<file path="config.mk">
export PLATFORM = sky130hd
export DESIGN_NAME = load_store_arbiter
export DESIGN_NICKNAME = d
export VERILOG_FILES = /design/src/hw/lsu_pkg.sv /design/src/hw/load_store_arbiter.sv
export SDC_FILE = /design/constraint.sdc
export NUM_CORES = 1
export LEC_CHECK = 0
export ABC_AREA = 1
export BUFFER_PORTS_ARGS = -buffer_cell sky130_fd_sc_hd__buf_2
export CORE_ASPECT_RATIO = 1.1
export CORE_MARGIN = 3
export CORE_UTILIZATION = 31
export CTS_CLUSTER_DIAMETER = 80
export CTS_CLUSTER_SIZE = 16
export DETAILED_ROUTE_END_ITERATION = 10
export PLACE_DENSITY_LB_ADDON = 0.2
export SLEW_MARGIN = 30
export SYNTH_ARGS = -nofsm -noshare
export SYNTH_HDL_FRONTEND = slang
export SYNTH_SLANG_ARGS = --single-unit
export TNS_END_PERCENT = 5
</file>
<file path="constraint.sdc">
create_clock -name clk -period 2 [get_ports clk]
set_clock_uncertainty 0.15 [all_clocks]
set_input_delay 0.1 -clock clk [delete_from_list [all_inputs] [get_ports clk]]
set_output_delay 0.1 -clock clk [all_outputs]
set_load 0.005 [all_outputs]
</file>
<file path="src/hw/lsu_pkg.sv">
package lsu_pkg;

    ////////////////////////////////////////
    // Widths and depths
    ////////////////////////////////////////
    localparam int addr_w      = 8;
    localparam int data_w      = 16;
    localparam int tag_w       = 6;
    localparam int lq_depth    = 8;
    localparam int sq_depth    = 8;
    localparam int ptr_w       = $clog2(lq_depth);
    localparam int mem_latency = 3;
    localparam int lat_w       = $clog2(mem_latency + 1);

    typedef enum logic {op_load, op_store} lsu_op_e;

    typedef enum logic [1:0] {arb_idle, arb_load, arb_store, arb_wait} arb_state_e;

    ////////////////////////////////////////
    // Shared structs
    ////////////////////////////////////////
    typedef struct packed {
        lsu_op_e           op;
        logic [addr_w-1:0] addr;
        logic [data_w-1:0] data;
        logic [tag_w-1:0]  tag;
    } lsu_issue_t;

    typedef struct packed {
        logic              vld;
        logic [tag_w-1:0]  tag;
        logic [data_w-1:0] data;
    } ld_result_t;

    // rd_wrt set means write
    typedef struct packed {
        logic              rd_wrt;
        logic [addr_w-1:0] addr;
        logic [data_w-1:0] data;
    } mem_req_t;

endpackage

</file>
<file path="src/hw/load_store_arbiter.sv">
`timescale 1ns/1ns

module load_store_arbiter (
    input  logic                       clk,
    input  logic                       rst_n,
    input  logic                       ld_req,
    input  logic                       str_req,
    input  logic                       mem_idle,
    input  logic                       mem_done,
    input  logic [lsu_pkg::addr_w-1:0] ld_addr,
    input  logic [lsu_pkg::addr_w-1:0] str_addr,
    input  logic [lsu_pkg::data_w-1:0] str_data,
    output logic                       ld_grnt,
    output logic                       str_grnt,
    output logic                       mem_en,
    output lsu_pkg::mem_req_t          mem_req
);

    import lsu_pkg::*;

    arb_state_e state;
    arb_state_e state_nxt;
    logic       prio_str;

    always_comb begin
        state_nxt = state;
        case (state)
            arb_idle: begin
                if (mem_idle) begin
                    if (str_req && (prio_str || !ld_req)) begin
                        state_nxt = arb_store;
                    end else if (ld_req) begin
                        state_nxt = arb_load;
                    end
                end
            end
            arb_load, arb_store: state_nxt = arb_wait;
            arb_wait: begin
                if (mem_done) begin
                    state_nxt = arb_idle;
                end
            end
            default: state_nxt = arb_idle;
        endcase
    end

    // Stores win the first tie after reset, then turns alternate
    always_ff @(posedge clk) begin
        if (!rst_n) begin
            state    <= arb_idle;
            prio_str <= 1'b1;
        end else begin
            state <= state_nxt;
            if (state == arb_load) begin
                prio_str <= 1'b1;
            end else if (state == arb_store) begin
                prio_str <= 1'b0;
            end
        end
    end

    assign ld_grnt  = (state == arb_load);
    assign str_grnt = (state == arb_store);
    assign mem_en   = ld_grnt || str_grnt;

    always_comb begin
        mem_req.rd_wrt = str_grnt;
        mem_req.addr   = str_grnt ? str_addr : ld_addr;
        mem_req.data   = str_data;
    end

    // Grants never overlap and memory answers only the access in flight
    assert property (@(posedge clk) disable iff (!rst_n)
        !(ld_grnt && str_grnt) && (!mem_done || (state == arb_wait)));

endmodule

</file>
# --- Word level (Yosys, flattened, before mapping) ---
# Index checks and enable logic that the tools add are counted.
word_totals:
  ff_bits: 3
  in_bits: 38
classes:
  n_eq_ne: 6
  muxes: 6
  n_bitwise: 1
  reduce_logical: 8
ops:
  columns: ["op", "count"]
  rows:
  - ["$mux W2", 4]
  - ["$mux W8", 1]
  - ["$pmux W2 S3", 1]
  - ["$eq A2 B2 Y1 const B", 2]
  - ["$ne A2 B2 Y1 const B", 2]
  - ["$reduce_or A2 Y1", 2]
  - ["$ne A3 B3 Y1 const B", 1]
  - ["$reduce_and A3 Y1", 1]
  - ["$eq A2 B1 Y1 const B", 1]
  - ["$logic_not A2 Y1", 1]
  - ["$logic_or A1 B1 Y1", 2]
  - ["$logic_and A1 B1 Y1", 1]
  - ["$logic_not A1 Y1", 1]
  - ["$not A1 Y1", 1]

# --- Logic depth before layout (Yosys ltp) ---
logic_depth:
  ltp_word: 6
  ltp_mapped: 7

# --- Worst setup path after synthesis ---
# Ideal clock, no wire load.
synth_timing:
  kind: "flip-flop to output port"
  startpoint: "reg state[0]"
  endpoint: "out mem_req[16] (netlist bit)"
  arrival_time_ps: 1032
  required_time_ps: 1750
  slack_ps: 718
  stages_incl_launch_ff: 7
  n_path_buf: 1
  path_cell_list: "dfxtp_1 > inv_1 > ha_1 > buf_2 > inv_2 > nand2_1 > nand2_1"
synth_rtl:
  columns: ["item", "line_no", "text"]
  rows:
  - ["start: declaration", "load_store_arbiter.sv:21", "arb_state_e state;"]
  - ["start signal: assignment", "load_store_arbiter.sv:50", "state <= arb_idle;"]
  - ["start signal: assignment", "load_store_arbiter.sv:53", "state <= state_nxt;"]
  - ["end: declaration", "load_store_arbiter.sv:16", "output lsu_pkg::mem_req_t mem_req"]

==> qor.txt <==
slew of the pin with the lowest slew margin = 0.3480 ns
accumulated negative setup slack = 0 ns
xor/xnor share of the synthesized area = 0
share of flip-flops with an asynchronous set or reset after synthesis = 0
fraction of power spent switching nets = 0.4383
Worst Hold Margin = 0.05000 ns
average detailed-routed wire length per instance = 9.035 microns
count of input and output buffers = 33
number of global-route vias before repair = 412
main combinational cell family by area after synthesis = simple AND/OR/NAND/NOR gates
flip-flop and latch count after synthesis = 3
diode count = 0
layout overhead on the synthesized area = 19.09%
worst voltage drop across the vdd grid = 531.6 uV
part of the total power dissipated in combinational logic = 0.636
net switching power = 0.0002475 W
post-synthesis sequential area ratio = 0.1290
Final Hold Viols = 0
met3 wire length = 153 microns
total placed cells including tap cells = 110
global route total overflow = 0
number of detailed-routing iterations run before antenna repair = 4
worst slack after detailed placement = 0.5003 ns
number of buffers added by the clock tree synthesis step = 3
number of buffers inserted to repair setup after CTS = 0
Final #Nets = 143
max-slew violations = 0
total area of sequential cells = 60.06 sq um
DIE AREA = 2003 sq um
clock tree buffer depth = 2
count of unique library cells instantiated by Yosys = 11
share of the synthesized area in the top cell type = 0.3065
arrival time worst endpoint = 1.47 ns
initial antenna violation count = 0
fill cell total of the finished layout = 157
Netlist Area Pre-Place = 465.4 sq um
adder-cell share of the synthesized area = 0.1344
placer's final routability congestion estimate = 0.7506
number of standard cells after synthesis = 79
internal power consumption = 0.0003171 W
global-route total usage across every layer = 0.1059
clock transition at the registers of the reported paths = 0.04 ns
library cell with the largest summed area after synthesis = nand2_1
synth top area cells = nand2_1 (31%), buf_4 (27%), ha_1 (13%)
average instance area after synthesis = 5.892 sq um
count of warnings emitted by yosys = 0
Final setup viols = 0
total half-perimeter wirelength after legalization and detailed placement = 867.7 microns
sink count of the clock tree = 3
detail-routed via count per cell = 4.322
fraction of final layout cells with drive strength greater than 1 = 0.3838
met1 layer wirelength in the final routing = 358 microns
DRC errors left = 0
most common library cells after synthesis = nand2_1 (38), buf_4 (17), inv_1 (6)
global-route wire length before repair = 1573 microns
via count of the routed design = 497
classification of the worst-slack hold path = in2out
Crit Path Category = reg2out
H-tree depth = 1
portion of the clock cycle consumed by the worst path in the final layout = 0.8592
crit path time final = 1.718 ns
total leakage power = 0.3805 nW
CORE AREA = 1384 sq um
area of combinational cells with multiple inputs = 246.5 sq um
relative contribution of the clock network to total power = 0.189
share of the synthesized area in compound gates (AO/OA/AOI/OAI) = 0
Post-synth EDFFs = 0
endpoint type of the worst setup path = output port
RSZ-0062 raised after global routing = false
max-cap viol count = 0
maximum number of pins on one net before global-route repair = 12
Die Height = 46.64 microns
worst path required time = 1.75 ns
setup ws final = 0.2816 ns
power density of the placed cells = 1019 nW/um^2
number of nets produced by synthesis = 122
CP Launch Type = flop
most used flip-flop cell after synthesis = dfxtp_1
fraction of synthesized area in multiplexers = 0
worst relative slew slack = 0.7680
Row Count = 14
later-pin clock latency in the skew report = 0.23 ns
result of the run = complete, no violations
CP Max Fanout = 11
CTS tree = done
count leader, synth = nand2_1
floorplan die width = 42.95 microns
1st-iter DRT viols = 2
initial core utilization = 0.3363
top-level I/O count = 66
cell at the root of the clock tree = clkbuf_4
Max Used Layer = met4
final std cells w/o fill = 115
proportion of power drawn by flip-flops and latches = 0.176
area fraction in and, or, nand and nor cells after synthesis = 0.3952
number of routed nets with antenna violations = 0
met2 routed WL = 500 microns
Max Clock Freq = 0.5819 GHz
final wirelength = 1039 microns
final standard cell utilization of the core = 0.4005
final timing paths:
check,depth (start not counted),slack [ns],end,from
setup / recovery,6,0.28,mem_req[19],state[0]
hold / removal,0,0.05,mem_req[10],str_data[10]
setup reg to reg,5,0.60,prio_str,state[0]
hold reg to reg,2,0.32,prio_str,prio_str
logic make-up (layout without fill, tap and decap cells):
kind of cell  after synthesis  in the layout
fa+ha+maj                   5              5
buf+inv                    25             45
flops                       3              3
simple gates               46             46
sequential cells by signal, indices dropped and copies added, names as in the netlist:
name	flops
prio_str	1
state	2
metrics by stage:
step | power [W] | instance area, sq um
6_report | 0.0005646 | 554.3
5_1_grt | 0.0006441 | 554.3
4_1_cts | 0.0005818 | 554.3
3_5_place_dp | 0.0004664 | 518.0
3_3_place_gp | 0.0004721 | 518.0
2_1_floorplan | 0.0003663 | 465.4
cell type report:
class	instances	share of cell area
Tap cell	16	0.03612
Multi-Input combinational cell	51	0.4447
Sequential cell	3	0.1084
Timing Repair Buffer	34	0.3160
Clock buffer	4	0.04740
Inverter	7	0.04740
power groups by stage:
stage,clock [W],sequential [W],combinational (W)
global route,0.000114,0.000102,0.000429
global placement,0,0.0000991,0.000373
finish,0.000107,0.0000991,0.000359
detailed placement,0,0.000100,0.000366
CTS,0.000114,0.0000995,0.000369
floorplan,0,0.0000965,0.000270
worst max-delay path, cell delays in order, from the launching register on:
cell and delay (ns):
dfxtp_1 0.32, inv_1 0.13, ha_1 0.38, inv_2 0.14, nand2_1 0.09, nand2_1 0.05, buf_2 0.12
layer usage:
metal,vias to the layer above,track usage
met5,-,0
met4,0,0.09036
met3,6,0.04297
met2,38,0.1707
met1,197,0.1078
li1,256,-
timing repair:
action                    CTS  global route
hold buffers                1             0
resized for setup           0             0
hold endpoints to repair    3             0
cell usage in the layout, fill, tap and decap left out, types with 3 or more instances in the layout:
| master | n |
|---|---|
| inv_1 | 6 |
| dfxtp_1 | 3 |
| clkbuf_4 | 3 |
| nor2_1 | 5 |
| nand2_1 | 38 |
| ha_1 | 5 |
| buf_2 | 33 |
Power figures use the tool's default switching activity.
