**src/hw/lsu_pkg.sv**
```systemverilog
package lsu_pkg;

    ////////////////////////////////////////
    // Widths and depths
    ////////////////////////////////////////
    localparam int addr_w      = 8;
    localparam int data_w      = 16;
    localparam int tag_w       = 6;
    localparam int lq_depth    = 8;
    localparam int sq_depth    = 8;
    localparam int ptr_w       = $clog2(lq_depth);
    localparam int mem_latency = 3;
    localparam int lat_w       = $clog2(mem_latency + 1);

    typedef enum logic {op_load, op_store} lsu_op_e;

    typedef enum logic [1:0] {arb_idle, arb_load, arb_store, arb_wait} arb_state_e;

    ////////////////////////////////////////
    // Shared structs
    ////////////////////////////////////////
    typedef struct packed {
        lsu_op_e           op;
        logic [addr_w-1:0] addr;
        logic [data_w-1:0] data;
        logic [tag_w-1:0]  tag;
    } lsu_issue_t;

    typedef struct packed {
        logic              vld;
        logic [tag_w-1:0]  tag;
        logic [data_w-1:0] data;
    } ld_result_t;

    // rd_wrt set means write
    typedef struct packed {
        logic              rd_wrt;
        logic [addr_w-1:0] addr;
        logic [data_w-1:0] data;
    } mem_req_t;

endpackage

```
**src/hw/load_queue.sv**
```systemverilog
`timescale 1ns/1ns

module load_queue (
    input  logic                       clk,
    input  logic                       rst_n,
    input  logic                       issue_vld,
    input  lsu_pkg::lsu_issue_t        issue,
    input  logic                       flsh,
    input  logic [lsu_pkg::ptr_w-1:0]  sq_tail,
    input  logic                       fwd_hit,
    input  logic [lsu_pkg::data_w-1:0] fwd_data,
    input  logic                       ld_grnt,
    input  logic                       mem_done,
    input  logic [lsu_pkg::data_w-1:0] rd_data,
    output logic [lsu_pkg::addr_w-1:0] fwd_addr,
    output logic [lsu_pkg::ptr_w-1:0]  fwd_ptr,
    output logic                       ld_req,
    output logic [lsu_pkg::addr_w-1:0] ld_addr,
    output lsu_pkg::ld_result_t        ld_result,
    output logic                       stll
);

    import lsu_pkg::*;

    // snap is the store queue tail seen when the load arrived
    typedef struct packed {
        logic [addr_w-1:0] addr;
        logic [tag_w-1:0]  tag;
        logic [ptr_w-1:0]  snap;
    } lq_entry_t;

    lq_entry_t      lq_mem [lq_depth];
    lq_entry_t      head_ent;
    logic [ptr_w:0] head;
    logic [ptr_w:0] tail;
    logic           lq_empty;
    logic           lq_full;
    logic           lq_wr;
    logic           head_chk;
    logic           ld_pend;
    logic           ld_busy;

    assign lq_empty = (head == tail);
    assign lq_full  = (head[ptr_w] != tail[ptr_w]) && (head[ptr_w-1:0] == tail[ptr_w-1:0]);
    assign lq_wr    = issue_vld && (issue.op == op_load);
    assign head_ent = lq_mem[head[ptr_w-1:0]];

    // First cycle of a load at the head is its forwarding check
    assign head_chk = !lq_empty && !ld_pend;

    assign stll     = lq_full;
    assign fwd_addr = head_ent.addr;
    assign fwd_ptr  = head_ent.snap;
    assign ld_addr  = head_ent.addr;
    assign ld_req   = ld_pend;

    always_ff @(posedge clk) begin
        if (lq_wr) begin
            lq_mem[tail[ptr_w-1:0]] <= '{addr: issue.addr, tag: issue.tag, snap: sq_tail};
        end
    end

    always_ff @(posedge clk) begin
        if (!rst_n) begin
            head          <= '0;
            tail          <= '0;
            ld_pend       <= 1'b0;
            ld_busy       <= 1'b0;
            ld_result.vld <= 1'b0;
        end else if (flsh) begin
            // An access already in memory finishes unclaimed
            head          <= tail;
            ld_pend       <= 1'b0;
            ld_busy       <= 1'b0;
            ld_result.vld <= 1'b0;
        end else begin
            ld_result.vld <= 1'b0;
            if (lq_wr) begin
                tail <= tail + 1'b1;
            end
            if (head_chk && fwd_hit) begin
                ld_result.vld  <= 1'b1;
                ld_result.tag  <= head_ent.tag;
                ld_result.data <= fwd_data;
                head           <= head + 1'b1;
            end else if (head_chk) begin
                ld_pend <= 1'b1;
            end
            if (ld_pend && ld_grnt) begin
                ld_busy <= 1'b1;
            end
            if (ld_busy && mem_done) begin
                ld_result.vld  <= 1'b1;
                ld_result.tag  <= head_ent.tag;
                ld_result.data <= rd_data;
                head           <= head + 1'b1;
                ld_pend        <= 1'b0;
                ld_busy        <= 1'b0;
            end
        end
    end

    // Issue is gated by the combined stall in the top level
    assert property (@(posedge clk) disable iff (!rst_n) lq_wr |-> !lq_full);

endmodule

```
**config.mk**
```make
export PLATFORM = sky130hd
export DESIGN_NAME = load_queue
export DESIGN_NICKNAME = d
export VERILOG_FILES = /design/src/hw/lsu_pkg.sv /design/src/hw/load_queue.sv
export SDC_FILE = /design/constraint.sdc
export NUM_CORES = 1
export LEC_CHECK = 0
export BUFFER_PORTS_ARGS = -buffer_cell sky130_fd_sc_hd__buf_2
export CAP_MARGIN = 20
export CORE_UTILIZATION = 45
export DETAILED_ROUTE_END_ITERATION = 8
export PLACE_DENSITY = 0.68
export SLEW_MARGIN = 30
export SYNTH_ARGS = -nofsm -noshare
export SYNTH_HDL_FRONTEND = slang
export SYNTH_SLANG_ARGS = --single-unit
```
**constraint.sdc**
```tcl
create_clock -name clk -period 2.8 [get_ports clk]
set_clock_uncertainty 0.15 [all_clocks]
set_input_delay 0.28 -clock clk [delete_from_list [all_inputs] [get_ports clk]]
set_output_delay 0.28 -clock clk [all_outputs]
set_load 0.02 [all_outputs]
```
# Yosys cells after proc, flatten, opt, wreduce, memory -nomap -nowiden

Memories as Yosys holds them, arrays and structs flattened. A register that Yosys moved wholly into a read port is not among the register bits.
Index checks and enable logic that the tools add are counted.
W data, S select, Z words.

Flip-flop bits (word level): 33
Latch bits: 0
Bits in writable memories: 136
Bits in read-only memories: 0
Bits of input ports: 73
Output and inout bits: 44
Logic and storage cells: 41
Memories: 1

Add/sub/neg operators: 2
Multiply operators: 0
Divide/modulo/power cells: 0
Magnitude comparators: 0
Equality and inequality tests: 3
Shift-type cells: 0
Mux-type cells: 9
Bitwise logic cells: 4
Reductions and logical operators: 15

Memories:

| name   | words | width | rd ports | clocked after memory_dff | wr ports | line             | RTL |
|---|---|---|---|---|---|---|---|
| lq_mem | 8     | 17    | 1        | 1                        | 1        | load_queue.sv:32 | `lq_entry_t lq_mem [lq_depth];` |

Operators by type and width:

| cell                  | count |
|---|---|
| $mux W23              | 2 |
| $mux W4               | 3 |
| $add A4 B1 Y4 const B | 2 |
| $logic_and A1 B1 Y1   | 6 |
| $mux W3               | 2 |
| $eq A4 B4 Y1          | 1 |
| $not A1 Y1            | 4 |
| $reduce_and A2 Y1     | 2 |
| $eq A3 B3 Y1          | 1 |
| $reduce_and A3 Y1     | 1 |
| $reduce_bool A3 Y1    | 1 |
| $reduce_or A3 Y1      | 1 |
| $logic_not A1 Y1      | 2 |
| $mux W1               | 2 |
| $reduce_bool A2 Y1    | 1 |
| $reduce_or A2 Y1      | 1 |
| $ne A1 B1 Y1          | 1 |

# Depth between registers and ports, before layout

Depth after elaboration: 9
Gate-level depth with buffers: 6
Depth with buffers taken out: 5

# Worst setup path after synthesis

OpenSTA, ideal clock, no wires.

Kind: register -> register
From: register tail[2]
To: memory lq_mem[0][0] (netlist bit) (enable)
Setup time: 413 ps
Arrival time: 2067 ps
Required time: 2237 ps
Setup slack: 170 ps
Cell stages (with the launch flop): 3
Path buffers: 0
Period minus slack after synthesis: 2630 ps
Path through: dfxtp_1 > or3b_2 > nor3_1

RTL lines:

| element                | line             | RTL |
|---|---|---|
| start, declared        | load_queue.sv:35 | `logic [ptr_w:0] tail;` |
| start signal, assigned | load_queue.sv:79 | `tail <= tail + 1'b1;` |
| end, declared          | load_queue.sv:32 |  |

No word-level cell before the write port.

==> impl_results.md <==
- Status: finished with violations
- Failing checks: design-rule violations
- Synth Cell Area: between 6000 and 7000 µm²
- Vias in the first global route: roughly 4000
- Final Non-Filler Cells: 730
- LEAKAGE: between 3 and 4 nW
- H-Tree Depth: 4
- Arrival @ worst endpoint: 2100 ps
- Power Density: approximately 680 nW/µm²
- Post-Synthesis Cells: ~380
- Via-per-instance ratio: about 5.3
- Diode count: 0
- Post-CTS Setup Bufs: 0
- Synth Net Count: approximately 460
- Critical path class: flip-flop to primary output
- 1st-pass router iterations: 9
- Core Region: roughly 15000 µm²
- FF/Latch Area: around 5000 µm²
- Commonest non-fill, non-tap cell in the layout: edfxtp_1
- Fmax: 395 MHz
- Routed wire length: between 10000 and 15000 µm
- Crit. End Element: primary output
- Hold buffer count at cts: a little over 40
- Routed vias: 3895
- DP HPWL: roughly 7900 µm
- GR Util All Layers: between 10% and 20%
- Hold_sp: fwd_data[14]
- # Max-Cap Violations: 0
- Wire per inst: between 15 and 20 µm
- Relative slew slack: between 50% and 60%
- Total global routing overflow: 0
- Commonest non-fill, non-tap cells in the layout: edfxtp_1, buf_2, dlygate4sd3_1
- Final setup viols: 0
- Initial antenna violation count: 0
- Nets: just over 600
- # port buffers: 100
- Post-synth cell types: 35
- Data required time of the critical path: 2370 ps
- Die H: about 130 µm
- Final hold vios: 0
- Transition time of the tightest slew-check pin: around 750 ps
- Placed cell count: 657
- CTS tree: done
- Initial drt markers: 230
- RSZ-0062 raised after global routing: false
- Starting Density: a little under half
- CTS Buf Count: 17
- Post-Syn Area per Cell: roughly 18 µm²
- Final min period: between 2000 and 3000 ps
- Clock sinks: between 150 and 200
- #FFs+latches synth: around 170
- Global-route wire length before repair: 21100 µm
- Post-route ant nets: 0
- Multi-input logic area: around 1700 µm²
- Total negative slack: 0 ps
- Worst-Skew Late Latency: between 400 and 500 ps
- Yosys warning total: 0
- Final Core Density: approximately three fifths
- Drc violations: 16
- Final GP Congestion: 0.741
- Period utilization: between 90% and 100%
- Post-synthesis sequential area ratio: ~73%
- Cells resized by post-CTS repair: 0
- Root Buffer: clkbuf_16
- Cell row count: between 40 and 50
- VDD IR max: roughly 460 µV
- Hold WC Path Type: input pin to flip-flop
- Die ar.: approximately 16000 µm²
- Worst reg2reg startpoint: tail[0]$_SDFFE_PN0P_
- Final Max Tran Viols: 0
- Io pins: ~120
- Worst-path clk slew: approximately 60 ps
- Largest net degree at the start of global routing: 35
- Die width: 125 µm
- Startpoint types: flip-flop
- Layout area overhead: 26.4%
- Share of layout cells above drive strength 1: 36.8%
- Crit Path Max Fanout: 34
- Maximum root-to-sink buffer count: 2
- Fillers: 1082
[synth_stat cells]
library cell	instances	area, µm²
and2_1	1	6.26
inv_1	3	11.3
xor2_1	1	8.76
ha_1	2	25.0
a221o_1	2	20.0
mux4_2	34	766
mux2_2	12	135
nand4b_1	3	26.3
a211oi_1	5	37.5
buf_2	8	40.0
or3b_2	1	8.76
a41oi_2	1	16.3
edfxtp_1	158	4740
a41oi_1	1	8.76
o21a_1	1	7.51
nand2b_1	3	18.8
dfxtp_1	14	280
xnor2_1	6	52.6
and4b_1	1	10.0
nor2_1	27	101
nor2b_1	1	6.26
clkbuf_1	10	37.5
nor3_1	4	20.0
a21oi_1	1	5.00
nand3_1	20	100
nand4_1	1	6.26
and4_1	1	8.76
buf_4	9	67.6
nor4_1	4	25.0
nor3b_1	1	7.51
nand3b_1	1	7.51
nand2_1	37	139
mux2i_1	7	70.1
and3_4	1	11.3
a311o_1	1	10.0
[cell type report]
class | instances | area share (%)
Tap cell | 184 | 2.66
Inverter | 3 | 0.130
Multi-Input combinational cell | 181 | 19.4
Sequential cell | 172 | 58.1
Clock buffer | 18 | 4.96
Clock inverter | 14 | 2.50
Timing Repair Buffer | 158 | 12.3
[power by group]
part | internal [mW] | switching (mW)
combinational | 0.232 | 0.246
sequential | 2.84 | 0.0157
clock | 1.59 | 0.934
[kinds of logic (layout without fill, tap and decap cells)]
family	count (synthesis)	after routing	synth area share (%)
muxes	53	53	14.2
and+or+nand+nor	107	107	7.35
xor gates and xnor gates	7	7	0.895
buffers and inverters	30	193	2.28
adders and majority gates	2	2	0.365
AOI/OAI and AO/OA	12	12	1.54
DFF	172	172	73.4
[critical path, cell delays in order (launching register included)]
cell	delay, ps
dfxtp_2	340
buf_12	270
mux4_2	540
mux2_2	320
buf_2	170
[flip-flops by register name (all words and copies together) (netlist names), named ones only]
| signal | count |
|---|---|
| lq_mem | 136 |
| ld_result | 23 |
| head | 4 |
| tail | 4 |
| ld_busy | 1 |
| ld_req | 1 |
[path summary, 6_finish.rpt]
path                            cells past startpoint                      end  slack (ps)
worst max-delay path                                4               ld_addr[3]         270
worst min-delay path                                3  ld_result[14]$_DFFE_PP_          10
worst max register to register                      6   ld_result[9]$_DFFE_PP_         390
worst min register to register                      2      ld_req$_SDFFE_PP0P_         370
[through the flow]
step	power [mW]	hold WS (ps)	setup slack (ps)	instance area (µm²)
after global placement	3.33	358	677	7600
after floorplan	3.20	229	170	6850
after CTS	5.91	2.49	248	8650
after global routing	6.05	32.9	200	8650
after detailed placement	3.34	359	658	7600
final	5.86	10.6	270	8650
[per-layer routing]
metal  track usage [%]  vias up  wire length, µm
li1                  -     1798                -
met1              22.6     1962             5680
met2              31.7      129             6800
met3              4.11        6              724
met4              5.81        0               80
met5                 0        -                0
Note: power is estimated with default switching activity, not from simulation.
