===== src/hw/lsu_pkg.sv =====
package lsu_pkg;

    ////////////////////////////////////////
    // Widths and depths
    ////////////////////////////////////////
    localparam int addr_w      = 8;
    localparam int data_w      = 16;
    localparam int tag_w       = 6;
    localparam int lq_depth    = 8;
    localparam int sq_depth    = 8;
    localparam int ptr_w       = $clog2(lq_depth);
    localparam int mem_latency = 3;
    localparam int lat_w       = $clog2(mem_latency + 1);

    typedef enum logic {op_load, op_store} lsu_op_e;

    typedef enum logic [1:0] {arb_idle, arb_load, arb_store, arb_wait} arb_state_e;

    ////////////////////////////////////////
    // Shared structs
    ////////////////////////////////////////
    typedef struct packed {
        lsu_op_e           op;
        logic [addr_w-1:0] addr;
        logic [data_w-1:0] data;
        logic [tag_w-1:0]  tag;
    } lsu_issue_t;

    typedef struct packed {
        logic              vld;
        logic [tag_w-1:0]  tag;
        logic [data_w-1:0] data;
    } ld_result_t;

    // rd_wrt set means write
    typedef struct packed {
        logic              rd_wrt;
        logic [addr_w-1:0] addr;
        logic [data_w-1:0] data;
    } mem_req_t;

endpackage


===== src/hw/store_queue.sv =====
`timescale 1ns/1ns

module store_queue (
    input  logic                       clk,
    input  logic                       rst_n,
    input  logic                       issue_vld,
    input  lsu_pkg::lsu_issue_t        issue,
    input  logic                       cmmt_str,
    input  logic                       flsh,
    input  logic [lsu_pkg::addr_w-1:0] fwd_addr,
    input  logic [lsu_pkg::ptr_w-1:0]  fwd_ptr,
    input  logic                       str_grnt,
    input  logic                       mem_done,
    output logic [lsu_pkg::ptr_w-1:0]  sq_tail,
    output logic                       fwd_hit,
    output logic [lsu_pkg::data_w-1:0] fwd_data,
    output logic                       str_req,
    output logic [lsu_pkg::addr_w-1:0] str_addr,
    output logic [lsu_pkg::data_w-1:0] str_data,
    output logic                       str_iss,
    output logic                       stll
);

    import lsu_pkg::*;

    typedef struct packed {
        logic [addr_w-1:0] addr;
        logic [data_w-1:0] data;
    } sq_entry_t;

    sq_entry_t        sq_mem [sq_depth];
    sq_entry_t        head_ent;
    logic [ptr_w:0]   head;
    logic [ptr_w:0]   cmt;
    logic [ptr_w:0]   tail;
    logic [ptr_w:0]   cmt_nxt;
    logic [ptr_w:0]   cmt_lag;
    logic [ptr_w-1:0] fwd_dist;
    logic             sq_full;
    logic             sq_wr;
    logic             has_uncmt;
    logic             str_busy;

    ////////////////////////////////////////
    // Pointers
    ////////////////////////////////////////
    // head..cmt committed, cmt..tail still speculative
    assign sq_full   = (head[ptr_w] != tail[ptr_w]) && (head[ptr_w-1:0] == tail[ptr_w-1:0]);
    assign sq_wr     = issue_vld && (issue.op == op_store);
    assign has_uncmt = (cmt != tail);
    assign cmt_nxt   = (cmmt_str && has_uncmt) ? cmt + 1'b1 : cmt;
    assign cmt_lag   = tail - cmt;
    assign head_ent  = sq_mem[head[ptr_w-1:0]];

    assign sq_tail  = tail[ptr_w-1:0];
    assign stll     = sq_full;
    assign str_req  = (head != cmt);
    assign str_addr = head_ent.addr;
    assign str_data = head_ent.data;
    assign str_iss  = str_busy && mem_done;

    always_ff @(posedge clk) begin
        if (sq_wr) begin
            sq_mem[tail[ptr_w-1:0]] <= '{addr: issue.addr, data: issue.data};
        end
    end

    always_ff @(posedge clk) begin
        if (!rst_n) begin
            head     <= '0;
            cmt      <= '0;
            tail     <= '0;
            str_busy <= 1'b0;
        end else begin
            cmt <= cmt_nxt;
            if (flsh) begin
                tail <= cmt_nxt;
            end else if (sq_wr) begin
                tail <= tail + 1'b1;
            end
            if (str_grnt) begin
                str_busy <= 1'b1;
            end
            // Entry leaves once memory has taken the write
            if (str_iss) begin
                head     <= head + 1'b1;
                str_busy <= 1'b0;
            end
        end
    end

    ////////////////////////////////////////
    // Forwarding
    ////////////////////////////////////////
    // Entries from head up to the snapshot are older, last match is youngest
    assign fwd_dist = fwd_ptr - head[ptr_w-1:0];

    always_comb begin
        logic [ptr_w-1:0] idx;
        fwd_hit  = 1'b0;
        fwd_data = '0;
        for (int i = 0; i < sq_depth; i++) begin
            idx = head[ptr_w-1:0] + ptr_w'(i);
            if ((i < fwd_dist) && (sq_mem[idx].addr == fwd_addr)) begin
                fwd_hit  = 1'b1;
                fwd_data = sq_mem[idx].data;
            end
        end
    end

    // Commit and flush together must keep cmt between head and tail
    assert property (@(posedge clk) disable iff (!rst_n)
        cmt_lag <= (ptr_w + 1)'(sq_depth));

endmodule


===== config.mk =====
export PLATFORM = sky130hd
export DESIGN_NAME = store_queue
export DESIGN_NICKNAME = d
export VERILOG_FILES = /design/src/hw/lsu_pkg.sv /design/src/hw/store_queue.sv
export SDC_FILE = /design/constraint.sdc
export NUM_CORES = 1
export LEC_CHECK = 0
export BUFFER_PORTS_ARGS = -buffer_cell sky130_fd_sc_hd__buf_2
export CAP_MARGIN = 20
export CORE_MARGIN = 2
export CORE_UTILIZATION = 40
export CTS_BUF_LIST = sky130_fd_sc_hd__clkbuf_2 sky130_fd_sc_hd__clkbuf_4 sky130_fd_sc_hd__clkbuf_8
export DETAILED_ROUTE_END_ITERATION = 8
export GPL_TIMING_DRIVEN = 0
export RECOVER_POWER = 50
export REMOVE_ABC_BUFFERS = 1
export SYNTH_ARGS = -nofsm -noshare
export SYNTH_HDL_FRONTEND = slang
export SYNTH_SLANG_ARGS = --single-unit

===== constraint.sdc =====
create_clock -name clk -period 6.5 [get_ports clk]
set_clock_uncertainty 0.2 [all_clocks]
set_input_delay 0.975 -clock clk [delete_from_list [all_inputs] [get_ports clk]]
set_output_delay 0.975 -clock clk [all_outputs]
set_load 0.005 [all_outputs]

Word level (Yosys, flattened, before mapping). Memory sizes are Yosys's and may differ from the RTL's. A register that Yosys moved wholly into a read port is not among the register bits. Index checks and enable logic that the tools add are counted.

Register bits after elaboration: 13. Memory bits (writable): 192. Input port bits: 49. Output and inout port bits: 47. Logic and storage cells: 68. Memories kept: 1.

Add/sub/neg operators: 10. Order comparisons: 7. Equal/unequal tests: 11. Mux-type cells: 21. Bitwise logic cells: 1. Reduce and logical (&&, ||, !) cells: 13.

Memories: sq_mem (depth 8, bits a word 24, rd ports 7, clocked after memory_dff 1, write ports 1, RTL line store_queue.sv:31) `sq_entry_t sq_mem [sq_depth];`.

Operators with widths (count): $mux W16 (7); $eq A8 B8 Y1 (7); $add A4 B1 Y4 const B (3); $mux W4 (3); $logic_and A1 B1 Y1 (11); $add A3 B3 Y3 const B (3); $lt A3 B3 Y1 const A (3); $mux W1 (9); $ne A4 B4 Y1 (2); $add A3 B2 Y3 const B (2); $lt A1 B3 Y1 const A (2); $lt A2 B3 Y1 const A (2); $mux W3 (2); $add A3 B1 Y3 const B (1); $eq A3 B3 Y1 (1); $sub A3 B3 Y3 (1); $reduce_bool A2 Y1 (1); $reduce_or A2 Y1 (1); $ne A1 B1 Y1 (1); $not A1 Y1 (1).

Depth between registers and ports, before layout. Gate-level depths: netlist of the first run.

Depth after elaboration: 10. Gate-level depth with buffers: 19. Mapped depth without buffers: 12.

Worst setup path before layout of the first run. Ideal clock, no wire load.

Path type: register to output. Start point: register head[0]. End point: output port fwd_data[14] (netlist bit). Data arrival time: 4.362 ns. Data required time: 5.325 ns. Slack: 0.963 ns. Cell stages (with the launch flop): 19. Path buffers: 8. Path through: dfxtp_1 -> buf_2 -> inv_1 -> buf_2 -> buf_2 -> buf_1 -> ha_1 -> buf_4 -> buf_4 -> buf_4 -> mux2i_1 -> mux2i_1 -> xnor2_1 -> o221ai_1 -> a2111oi_4 -> nand2b_1 -> clkbuf_1 -> a211oi_1 -> a211oi_2.

Cells in the longest elaborated chain, start to end: 10. Elaborated cells on any way between the ends: 35. Classes of those cells: add/sub (7); order compare (7); eq/ne (6); mux (7); reduce/logical (7); memory (1).

RTL lines: start, declared (RTL line store_queue.sv:33) `logic [ptr_w:0] head;`; start signal, assigned (RTL line store_queue.sv:86) `head <= head + 1'b1;`; $add A3 B1 Y3 / $sub A3 B3 Y3 (equally long branches) (RTL line store_queue.sv:103, store_queue.sv:96); $mem_v2 Z8 W24 / $lt A1 B3 Y1 (equally long branches); $eq A8 B8 Y1 / $logic_and A1 B1 Y1 (equally long branches) (RTL line store_queue.sv:104) `if ((i < fwd_dist) && (sq_mem[idx].addr == fwd_addr)) begin`; $logic_and A1 B1 Y1 / $mux W16 (equally long branches) (RTL line store_queue.sv:104); $mux W16 (5 in series) (RTL line store_queue.sv:104); $mux W16 (*) (RTL line store_queue.sv:104); end, declared (RTL line store_queue.sv:16) `output logic [lsu_pkg::data_w-1:0] fwd_data,`.

Mark *: on every way between the ends. The rest lies on a longest branch, timed or not.

Final worst setup path of the first run.
Start point: register head[2]. End point: output port fwd_data[3] (netlist bit).

The elaborated chain is that of the path after synthesis.

==> results of run 1 <==
==> path summary, 6_finish.rpt <==
check	startpoint	end	slack [ns]	depth (start not counted)
worst max-delay path	head[2]$_SDFFE_PN0P_	fwd_data[3]	0.24	11
worst min-delay path	str_busy$_SDFFE_PP0P_	str_busy$_SDFFE_PP0P_	0.41	2
worst max register to register	tail[1]$_SDFFE_PN0P_	sq_mem[4][15]$_DFFE_PP_	3.67	3
worst min register to register	str_busy$_SDFFE_PP0P_	str_busy$_SDFFE_PP0P_	0.41	2
==> placed cells by master (no fill, tap or decap), types with 9 or more instances in the layout <==
| cell | synthesis | layout |
|---|---|---|
| mux4_2 | 242 | 242 |
| nand4_1 | 11 | 11 |
| mux2i_1 | 125 | 125 |
| o22ai_1 | 20 | 20 |
| xnor2_1 | 39 | 38 |
| buf_4 | 12 | 12 |
| o21ai_0 | 21 | 21 |
| clkbuf_8 | 0 | 40 |
| a22oi_1 | 10 | 10 |
| nand3_1 | 32 | 32 |
| o211ai_1 | 16 | 16 |
| xor2_1 | 35 | 35 |
| buf_2 | 38 | 63 |
| nand2_1 | 34 | 34 |
| a21oi_1 | 11 | 10 |
| nor2_1 | 16 | 15 |
| a31oi_1 | 15 | 14 |
| mux2_2 | 73 | 73 |
| nor3_1 | 11 | 9 |
| edfxtp_1 | 192 | 192 |
| dfxtp_1 | 16 | 10 |
| a211oi_1 | 9 | 9 |
| clkbuf_4 | 0 | 10 |
| clkbuf_1 | 44 | 26 |
| buf_6 | 5 | 9 |
| buf_16 | 0 | 17 |
==> metrics by stage <==
step	hold WS, ns	TNS [ns]
after floorplan	0.363	-169.14
after global placement	0.373	-316.22
after detailed placement	0.399	-11.58
after CTS	0.411	0
after global routing	0.441	0
final	0.409	0
==> metal layers <==
metal  vias up  wire length [microns]
met2       676                  25800
met5         -                     24
met1      6430                  21300
met4         4                   1480
met3       107                   4930
li1       5138                      -
==> power by group through the flow <==
stage	clock [mW]	sequential [mW]	combinational [mW]
2_1_floorplan	0	1.59	0.488
3_3_place_gp	0	1.62	0.684
3_5_place_dp	0	1.58	0.704
4_1_cts	1.35	1.55	0.739
5_1_grt	1.40	1.55	0.787
6_report	1.32	1.55	0.738
==> cells by family after synthesis <==
logic type,count (synthesis)
compound gates,164
xor+xnor,76
fa+ha+maj,7
buf+inv,124
flops,208
mux,442
simple gates,150
==> critical path: stages (launching register included) <==
cell and delay, ns:
dfxtp_4 0.46, ha_4 0.64, buf_16 0.36, mux4_1 0.61, mux2i_1 0.18, xnor2_1 0.20
and3_1 0.47, nand3_2 0.39, o21a_2 0.45, a311oi_2 0.36, o22ai_1 0.17, buf_2 0.16
==> synth_stat cells, drive strengths merged, types with 4 or more instances <==
library cell    n  area share [%]
a22o            8            0.41
o21ai          21            0.61
a22oi          10            0.44
nand2          34            0.75
o32ai           8            0.41
o41ai           7            0.36
nor4            7            0.38
mux2           74             4.9
mux4          243              32
xor2           36             1.9
nand2b          7            0.26
clkbuf         44            0.97
xnor2          39             2.0
and2            7            0.26
o211ai         17            0.77
a211oi         10            0.47
nand3          33            0.99
nor3           12            0.42
a21o            4            0.18
inv             8            0.18
o31ai           9            0.48
o22ai          20            0.73
a21oi          11            0.32
nor2b           9            0.33
nand4          11            0.40
mux2i         125             7.3
o221a           8            0.53
o21a            5            0.22
ha              6            0.44
buf            72             2.4
a31oi          15            0.55
and3            4            0.15
edfxtp        192              34
nor2           16            0.35
dfxtp          16             1.9
==> repair_timing <==
item / 4_1_cts / 5_1_grt
setup endpoints to repair: 17 / 16
pin swaps: 4 / 3
buffers inserted: 9 / 6
gates resized for setup: 13 / 3
cloned: 2 / 2
==> final cells by class <==
class	count	area, sq um
Timing Repair Buffer	146	1450
Clock buffer	50	626
Clock inverter	18	171
Antenna cell	1	2.50
Multi-Input combinational cell	839	10500
Inverter	8	47.5
Fill cell	3669	22500
Tap cell	539	674
Sequential cell	208	6110
==> state kept, by name, summed over array words and instances (netlist names), named ones only <==
| register | flops |
|---|---|
| cmt | 4 |
| head | 4 |
| sq_mem | 192 |
| str_busy | 1 |
| tail | 4 |
==> flow_summary.toml, run 1 <==
[cts]
hold_buffers = 0
clockBufferDepth = 3
htreeDepth = 2
cts.sinks = 208
clock_latency_ns = 0.56
cts-root-buf = "clkbuf_8"
numCtsBuffers = 38
clkTransAtPathRegs_ns = 0.05
cts_tree = "yes"

[timing]
setup_viol = 0
worst_pin_slew_ns = 1.71
setup_slack_ns = 0.240
drv_slew = 11
hold_viol = 0
period_needed_ns = 6.26
fmax_ghz = 0.160
slew_headroom_pct = -14.4
rsz0062_at_grt = "false"
fin_crit_sh_pct = 96.3

[synth]
ys_warn_count = 0
synth_fa_ha_area_share_pct = 0.556
syn_avg_cell_area_sq_um = 14.6
ys_ff_latch = 208
synth_mux_area_share_pct = 44.2
synth-edff-count = 192
synth_top_family_by_area = "multiplexers"
syn_inst = 1171
synth_cell_type_count = 70
synthSimpleGateAreaFrac_pct = 4.87
synthFlopType = "edfxtp_1"
synth-xor-area-share_pct = 4.01
synthArstFlopShare_pct = 0
synth_compound_area_share_pct = 7.25
syn-cell-area_sq_mm = 0.0171
yosysSeqAreaShare_pct = 35.6

[routing]
vias = 12355
routedWlPerCell_microns = 29.6
ant_nets = 0
routed_wl_microns = 53500
drc = 0
drtPass1Iterations = 5
vias_per_cell = 6.83
drt_iter0_drc = 1411

[power_and_ir_drop]
ir_worst_vdd_v = 0.0000964
switching_power_mw = 0.991
p_comb_share_pct = 20.4
p_sw_share_pct = 27.4
power.share.sequential_pct = 42.9
total_power_mw = 3.61
leakage_nw = 6.06
clock_power_share_pct = 36.7
p_int_mw = 2.62
power_density_mw_per_mm2 = 184

[global_route]
grt_pass1_wl_microns = 79100
antenna_found_initial = 3
first_global_vias = 12469
track_usage_pct = 24.0
grtUsageMet3_pct = 4.19
grt-busiest-layer = "met2"
use_met2_pct = 38.5
gr-total-overflow = 0
met1_usage_pct = 33.1
grt_max_degree = 53

[job]
drv_cap = 1

[layout]
final_cell_area_sq_mm = 0.0196
nets = 1297
final_util_pct = 46.6
drive_above_1_share_pct = 41.9
final_cells = 1809
syn_to_final_growth_pct = 14.6

[place]
place_ws_ns = -0.938
dp.cells = 1721
port_buffers = 89
gp_congestion = 0.814
hpwl_microns = 35000
postPlaceCellArea_sq_mm = 0.0186

[setup_path]
cp-start-kind = "register"
cp_max_fo = 52
arrival_ns = 5.08
endpoint_kind = "primary output"
worst-setup-path-type = "register to primary output"
required_ns = 5.32

[die]
dieArea_sq_mm = 0.0445
die_x_microns = 211
core_sq_mm = 0.0421
start_util_pct = 40.6
fp.dieH_microns = 211
num_rows = 75
ios = 96

[min_path]
hold_class = "register to register"

[status]
violations = "max-capacitance violations, max-slew violations"
status = "finished, violations left"
No activity file was read; power rests on OpenSTA's default activity.
==> run 2: changes to the inputs <==
==> constraint.sdc (replaced) <==
create_clock -name clk -period 6 [get_ports clk]
set_clock_uncertainty 0.2 [all_clocks]
set_input_delay 0.9 -clock clk [delete_from_list [all_inputs] [get_ports clk]]
set_output_delay 0.9 -clock clk [all_outputs]
set_load 0.005 [all_outputs]
==> run 2 against run 1 <==
  * The flow still finishes with violations (max-capacitance violations, max-slew violations)
  * Via count is 2.3% higher
  * Critical path type unchanged
  * Combinational power is 13% higher
  * Cell area is 1.5% higher
  * Highest routed layer unchanged
  * Worst hold slack worse by 0.0015 ns
  * Critical endpoint unchanged
  * Critical path depth is 1 lower
==> flow_summary.toml, run 2 (same netlist as run 1, synthesis figures left out) <==
[die]
ios = 96
die_x_microns = 211
core_sq_mm = 0.0421
num_rows = 75
start_util_pct = 40.6
fp.dieH_microns = 211
dieArea_sq_mm = 0.0445

[setup_path]
rr_endpoint = "tail[3]$_SDFFE_PN0P_"
cpPeakStageDelay_ns = 0.95
slowest_stage = "dfxtp_4"
worst-setup-path-type = "register to primary output"
crit_cells = 10
worstReg2RegStart = "tail[1]$_SDFFE_PN0P_"
ff2ff_path_depth = 5
critPathBufInv = 2
cp_max_fo = 48
crit_end = "fwd_data[3]"
cp_top_family = "simple AND/OR/NAND/NOR gates"
required_ns = 4.90
path_cells = "mux4_2, mux2_2, xor2_1, nor4_1, o211ai_1, nor4_4, buf_6, a311oi_2, o22ai_1, buf_2"
rrSetupSlack_ns = 3.38
cp-start-kind = "register"
arrival_ns = 4.77
endpoint_kind = "primary output"

[routing]
routedWlPerCell_microns = 30.3
ant_nets = 0
vias_per_cell = 6.93
drtPass1Iterations = 5
vias = 12635
drc = 0
drt_iter0_drc = 1578
routed_wl_microns = 55200

[status]
violations = "max-capacitance violations, max-slew violations"
status = "finished, violations left"

[global_route]
first_global_vias = 12634
antenna_found_initial = 3
grt_pass1_wl_microns = 80400
gr-total-overflow = 0
track_usage_pct = 24.4
grt_max_degree = 53

[timing]
hold_ws_ns = 0.408
hold_viol = 0
fmax_ghz = 0.170
setup_viol = 0
rsz0062_at_grt = "false"
slew_headroom_pct = -1.00
drv_slew = 21
setup_slack_ns = 0.134
fin_crit_sh_pct = 97.8
worst_pin_slew_ns = 1.52
fin_setup_tns_ns = 0
period_needed_ns = 5.87

[cts]
htreeDepth = 2
clockBufferDepth = 3
cts.sinks = 208
clkTransAtPathRegs_ns = 0.05
clock_latency_ns = 0.56
cts_tree = "yes"
cts-root-buf = "clkbuf_8"
hold_buffers = 0
numCtsBuffers = 38

[place]
place_ws_ns = -1.36
dp.cells = 1721
port_buffers = 89
gp_congestion = 0.814
hpwl_microns = 35000

[job]
drv_cap = 1

[layout]
syn_to_final_growth_pct = 16.3
final_cells = 1824
final_cell_mix = "mux4_2, edfxtp_1, mux2i_1"
drive_above_1_share_pct = 43.3
nets = 1312
largest_reg_flops = 192
layout_commonest_cell = "mux4_2"

[power_and_ir_drop]
p_comb_share_pct = 21.2
clock_power_share_pct = 36.4
switching_power_mw = 1.09
leakage_nw = 6.18
power_density_mw_per_mm2 = 198
power.share.sequential_pct = 42.4
p_sw_share_pct = 27.7
ir_worst_vdd_v = 0.000104
p_int_mw = 2.86

[min_path]
hold_class = "register to register"
-- run 2: repair_timing --
action                     in CTS  in global routing
buffers inserted               18                  6
cloned                          6                  4
setup endpoints to repair      17                 16
gates resized for setup        18                 13
pin swaps                      10                  5
-- run 2: worst reg2reg max path, delay by kind of cell (launching register included) --
kind | cells | cell delay (ns)
DFF | 1 | 0.49
and+or+nand+nor | 2 | 1.21
buffers and inverters | 1 | 0.31
xor gates and xnor gates | 1 | 0.10
AOI/OAI and AO/OA | 1 | 0.20
-- run 2: metrics by stage --
step,util [%],power [mW],area (sq um)
4_1_cts,47.0,3.96,19800
5_1_grt,47.3,4.09,19900
6_report,47.3,3.95,19900
3_3_place_gp,41.9,2.49,17700
2_1_floorplan,-,2.25,16500
3_5_place_dp,44.1,2.48,18600
-- run 2: worst min-delay path by stage --
stage,start,end,slack (ns),depth (start not counted)
floorplan,str_busy$_SDFFE_PP0P_,str_busy$_SDFFE_PP0P_,0.36,2
global placement,str_busy$_SDFFE_PP0P_,str_busy$_SDFFE_PP0P_,0.37,2
detailed placement,str_busy$_SDFFE_PP0P_,str_busy$_SDFFE_PP0P_,0.40,2
CTS,issue[23],sq_mem[2][17]$_DFFE_PP_,0.37,1
global route,str_busy$_SDFFE_PP0P_,str_busy$_SDFFE_PP0P_,0.44,2
finish,str_busy$_SDFFE_PP0P_,str_busy$_SDFFE_PP0P_,0.41,2
-- run 2: power by group through the flow --
stage	Clock, mW	Sequential, mW	Combinational [mW]
floorplan	0	1.72	0.529
global placement	0	1.75	0.741
detailed placement	0	1.71	0.762
CTS	1.46	1.68	0.819
global route	1.52	1.68	0.887
finish	1.44	1.68	0.836
-- run 2: final cells by class --
| class | instances | area, sq um |
|---|---|---|
| multi-input combinational | 841 | 10600 |
| antenna | 1 | 2.50 |
| fill | 3644 | 22200 |
| sequential | 208 | 6110 |
| tap | 539 | 674 |
| timing repair buffer | 159 | 1650 |
| clock buffer | 50 | 626 |
| inverter | 8 | 50.0 |
| clock inverter | 18 | 171 |
-- run 2: layer usage --
metal / wire, microns / vias to the layer above / track usage (%)
met5: 30 / - / 0
met4: 1770 / 4 / 9.20
met1: 21500 / 6554 / 33.2
li1: - / 5182 / -
met3: 5450 / 135 / 4.70
met2: 26500 / 760 / 39.0
==> run 3: changes to the inputs <==
--- a/config.mk
+++ b/config.mk
@@ -5,7 +5,7 @@
 export SDC_FILE = /design/constraint.sdc
 export NUM_CORES = 1
 export LEC_CHECK = 0
-export BUFFER_PORTS_ARGS = -buffer_cell sky130_fd_sc_hd__buf_2
+export BUFFER_PORTS_ARGS = -buffer_cell sky130_fd_sc_hd__clkbuf_2
 export CAP_MARGIN = 20
 export CORE_MARGIN = 2
 export CORE_UTILIZATION = 40
==> run 3 against run 2 <==
  * The flow still finishes with violations (max-capacitance violations, max-slew violations)
  * Sequential power about the same
  * Non-clock buffer count grew 12
  * Utilization grew 0.35 points
  * Clock power up 6%
  * Sequential cell count unchanged
  * Worst setup slack worse by 0.0023 ns
  * Via count up 0.14%
  * Critical path type unchanged
  * Largest power group unchanged
==> flow_summary.toml, run 3 (same netlist as run 1, synthesis figures left out) <==
[place]
gp_congestion = 0.822
hpwl_microns = 34800
postPlaceCellArea_sq_mm = 0.0185
place_ws_ns = -2.01
port_buffers = 89

[setup_path]
rrSetupSlack_ns = 3.09
cp_top_family = "buffers and inverters"
critPathBufInv = 8
worstReg2RegStart = "head[0]$_SDFFE_PN0P_"
worst-setup-path-type = "register to primary output"
cp-start-kind = "register"
cp_max_fo = 18
endpoint_kind = "primary output"
cp_common_cell = "buf_16"
slowest_stage = "mux4_2"
cpPeakStageDelay_ns = 0.53
arrival_ns = 4.77
required_ns = 4.90
path_cells = "buf_16, buf_16, inv_8, buf_16, ha_4, buf_16, bufbuf_16, mux4_2, xor2_1, nor4_4, o211ai_4, o21a_4, buf_12, nand3_1, a211oi_4, buf_2"
critPathLaunch = "head[0]$_SDFFE_PN0P_"

[timing]
setup_viol = 0
drv_slew = 23
fmax_ghz = 0.170
slew_headroom_pct = -14.2
worst_pin_slew_ns = 1.71
setup_slack_ns = 0.132
rsz0062_at_grt = "true"
hold_viol = 0
period_needed_ns = 5.87
fin_crit_sh_pct = 97.8

[routing]
drc = 0
routed_wl_microns = 54900
vias = 12653
vias_per_cell = 6.89
ant_nets = 0
drt_iter0_drc = 1339
drtPass1Iterations = 5
routedWlPerCell_microns = 29.9

[power_and_ir_drop]
p_int_mw = 2.93
power.share.sequential_pct = 41.5
power_density_mw_per_mm2 = 201
clock_power_share_pct = 37.7
switching_power_mw = 1.11
p_comb_share_pct = 20.8
ir_worst_vdd_v = 0.000128
leakage_nw = 6.27
p_sw_share_pct = 27.4

[min_path]
hold_class = "register to register"
hp-start = "str_busy$_SDFFE_PP0P_"

[layout]
final_util_pct = 47.6
num-fill-cells = 3590
nets = 1323
largest_reg_flops = 192
syn_to_final_growth_pct = 17.2
drive_above_1_share_pct = 43.8
layout_commonest_cell = "mux4_2"
final_cell_area_sq_mm = 0.0201
final_cell_mix = "mux4_2, edfxtp_1, mux2i_1"

[die]
ios = 96
num_rows = 75
start_util_pct = 40.6
die_x_microns = 211
fp.dieH_microns = 211
core_sq_mm = 0.0421
dieArea_sq_mm = 0.0445

[global_route]
first_global_vias = 12828
antenna_found_initial = 3
track_usage_pct = 24.7
grt_pass1_wl_microns = 81000
gr-total-overflow = 0
grt_max_degree = 55

[cts]
hold_buffers = 0
numCtsBuffers = 38
cts.sinks = 208
cts-root-buf = "clkbuf_8"
htreeDepth = 2
cts_tree = "yes"
clockBufferDepth = 3
clkTransAtPathRegs_ns = 0.06
clock_latency_ns = 0.57

[status]
status = "finished, violations left"
violations = "max-capacitance violations, max-slew violations"

[job]
drv_cap = 1
run 3: changes by cell type in the layout (fill, tap and decap cells not counted), moves of 3 or more:
cell,delta
buf_4,+12
clkbuf_2,+62
buf_2,-62
buf_16,-5
inv_6,+3
bufbuf_16,+3
o22ai_1,-3
o22ai_2,+3
run 3: metal layers:
metal,track usage [%],share of wire (%),vias to the layer above,routed length [microns]
li1,-,-,5202,-
met1,33.1,39,6504,21600
met2,39.2,48,802,26100
met3,5.77,9.7,141,5350
met4,9.52,3.4,4,1880
met5,0,0.046,-,25
run 3: layout make-up:
cell class	count	area [sq um]	share of cell area, %
inverter	8	42.5	0.212
clock buffer	47	597	2.98
sequential	208	6110	30.4
tap	539	674	3.36
antenna	1	2.50	0.0125
timing repair buffer	171	1730	8.64
multi-input combinational	840	10600	53.1
clock inverter	22	255	1.27
run 3: power by group through the flow:
stage,Combinational (mW),Clock (mW),Sequential [mW]
final,0.839,1.52,1.68
after global routing,0.890,1.61,1.68
after CTS,0.839,1.55,1.68
after detailed placement,0.757,0,1.72
after global placement,0.742,0,1.75
after floorplan,0.529,0,1.72
run 3: worst paths after layout:
kind                      endpoint  cells past startpoint
max                   fwd_data[14]                     16
min          str_busy$_SDFFE_PP0P_                      2
max reg2reg   head[3]$_SDFFE_PN0P_                      5
min reg2reg  str_busy$_SDFFE_PP0P_                      2
run 3: what timing repair did:
action	in CTS	in global routing
setup buffers	34	4
hold endpoints to repair	0	0
pin swaps	11	4
gates cloned	9	0
resized for setup	22	11
endpoints found under the setup margin	17	16
run 3: tightest hold or removal path, cell delays in order (launching register included):
cell and delay (ns):
dfxtp_1 0.34, mux2i_1 0.08, and2_1 0.14
run 3: stage by stage:
step                      power [mW]  hold slack [ns]  setup TNS, ns  std cells
after floorplan                 2.25            0.363        -178.70       1055
after global placement          2.50            0.372        -341.94       1683
after detailed placement        2.47            0.401         -32.11       1719
after CTS                       4.07            0.376              0       1831
after global routing            4.19            0.443        -0.0284       1836
final                           4.04            0.407              0       1836
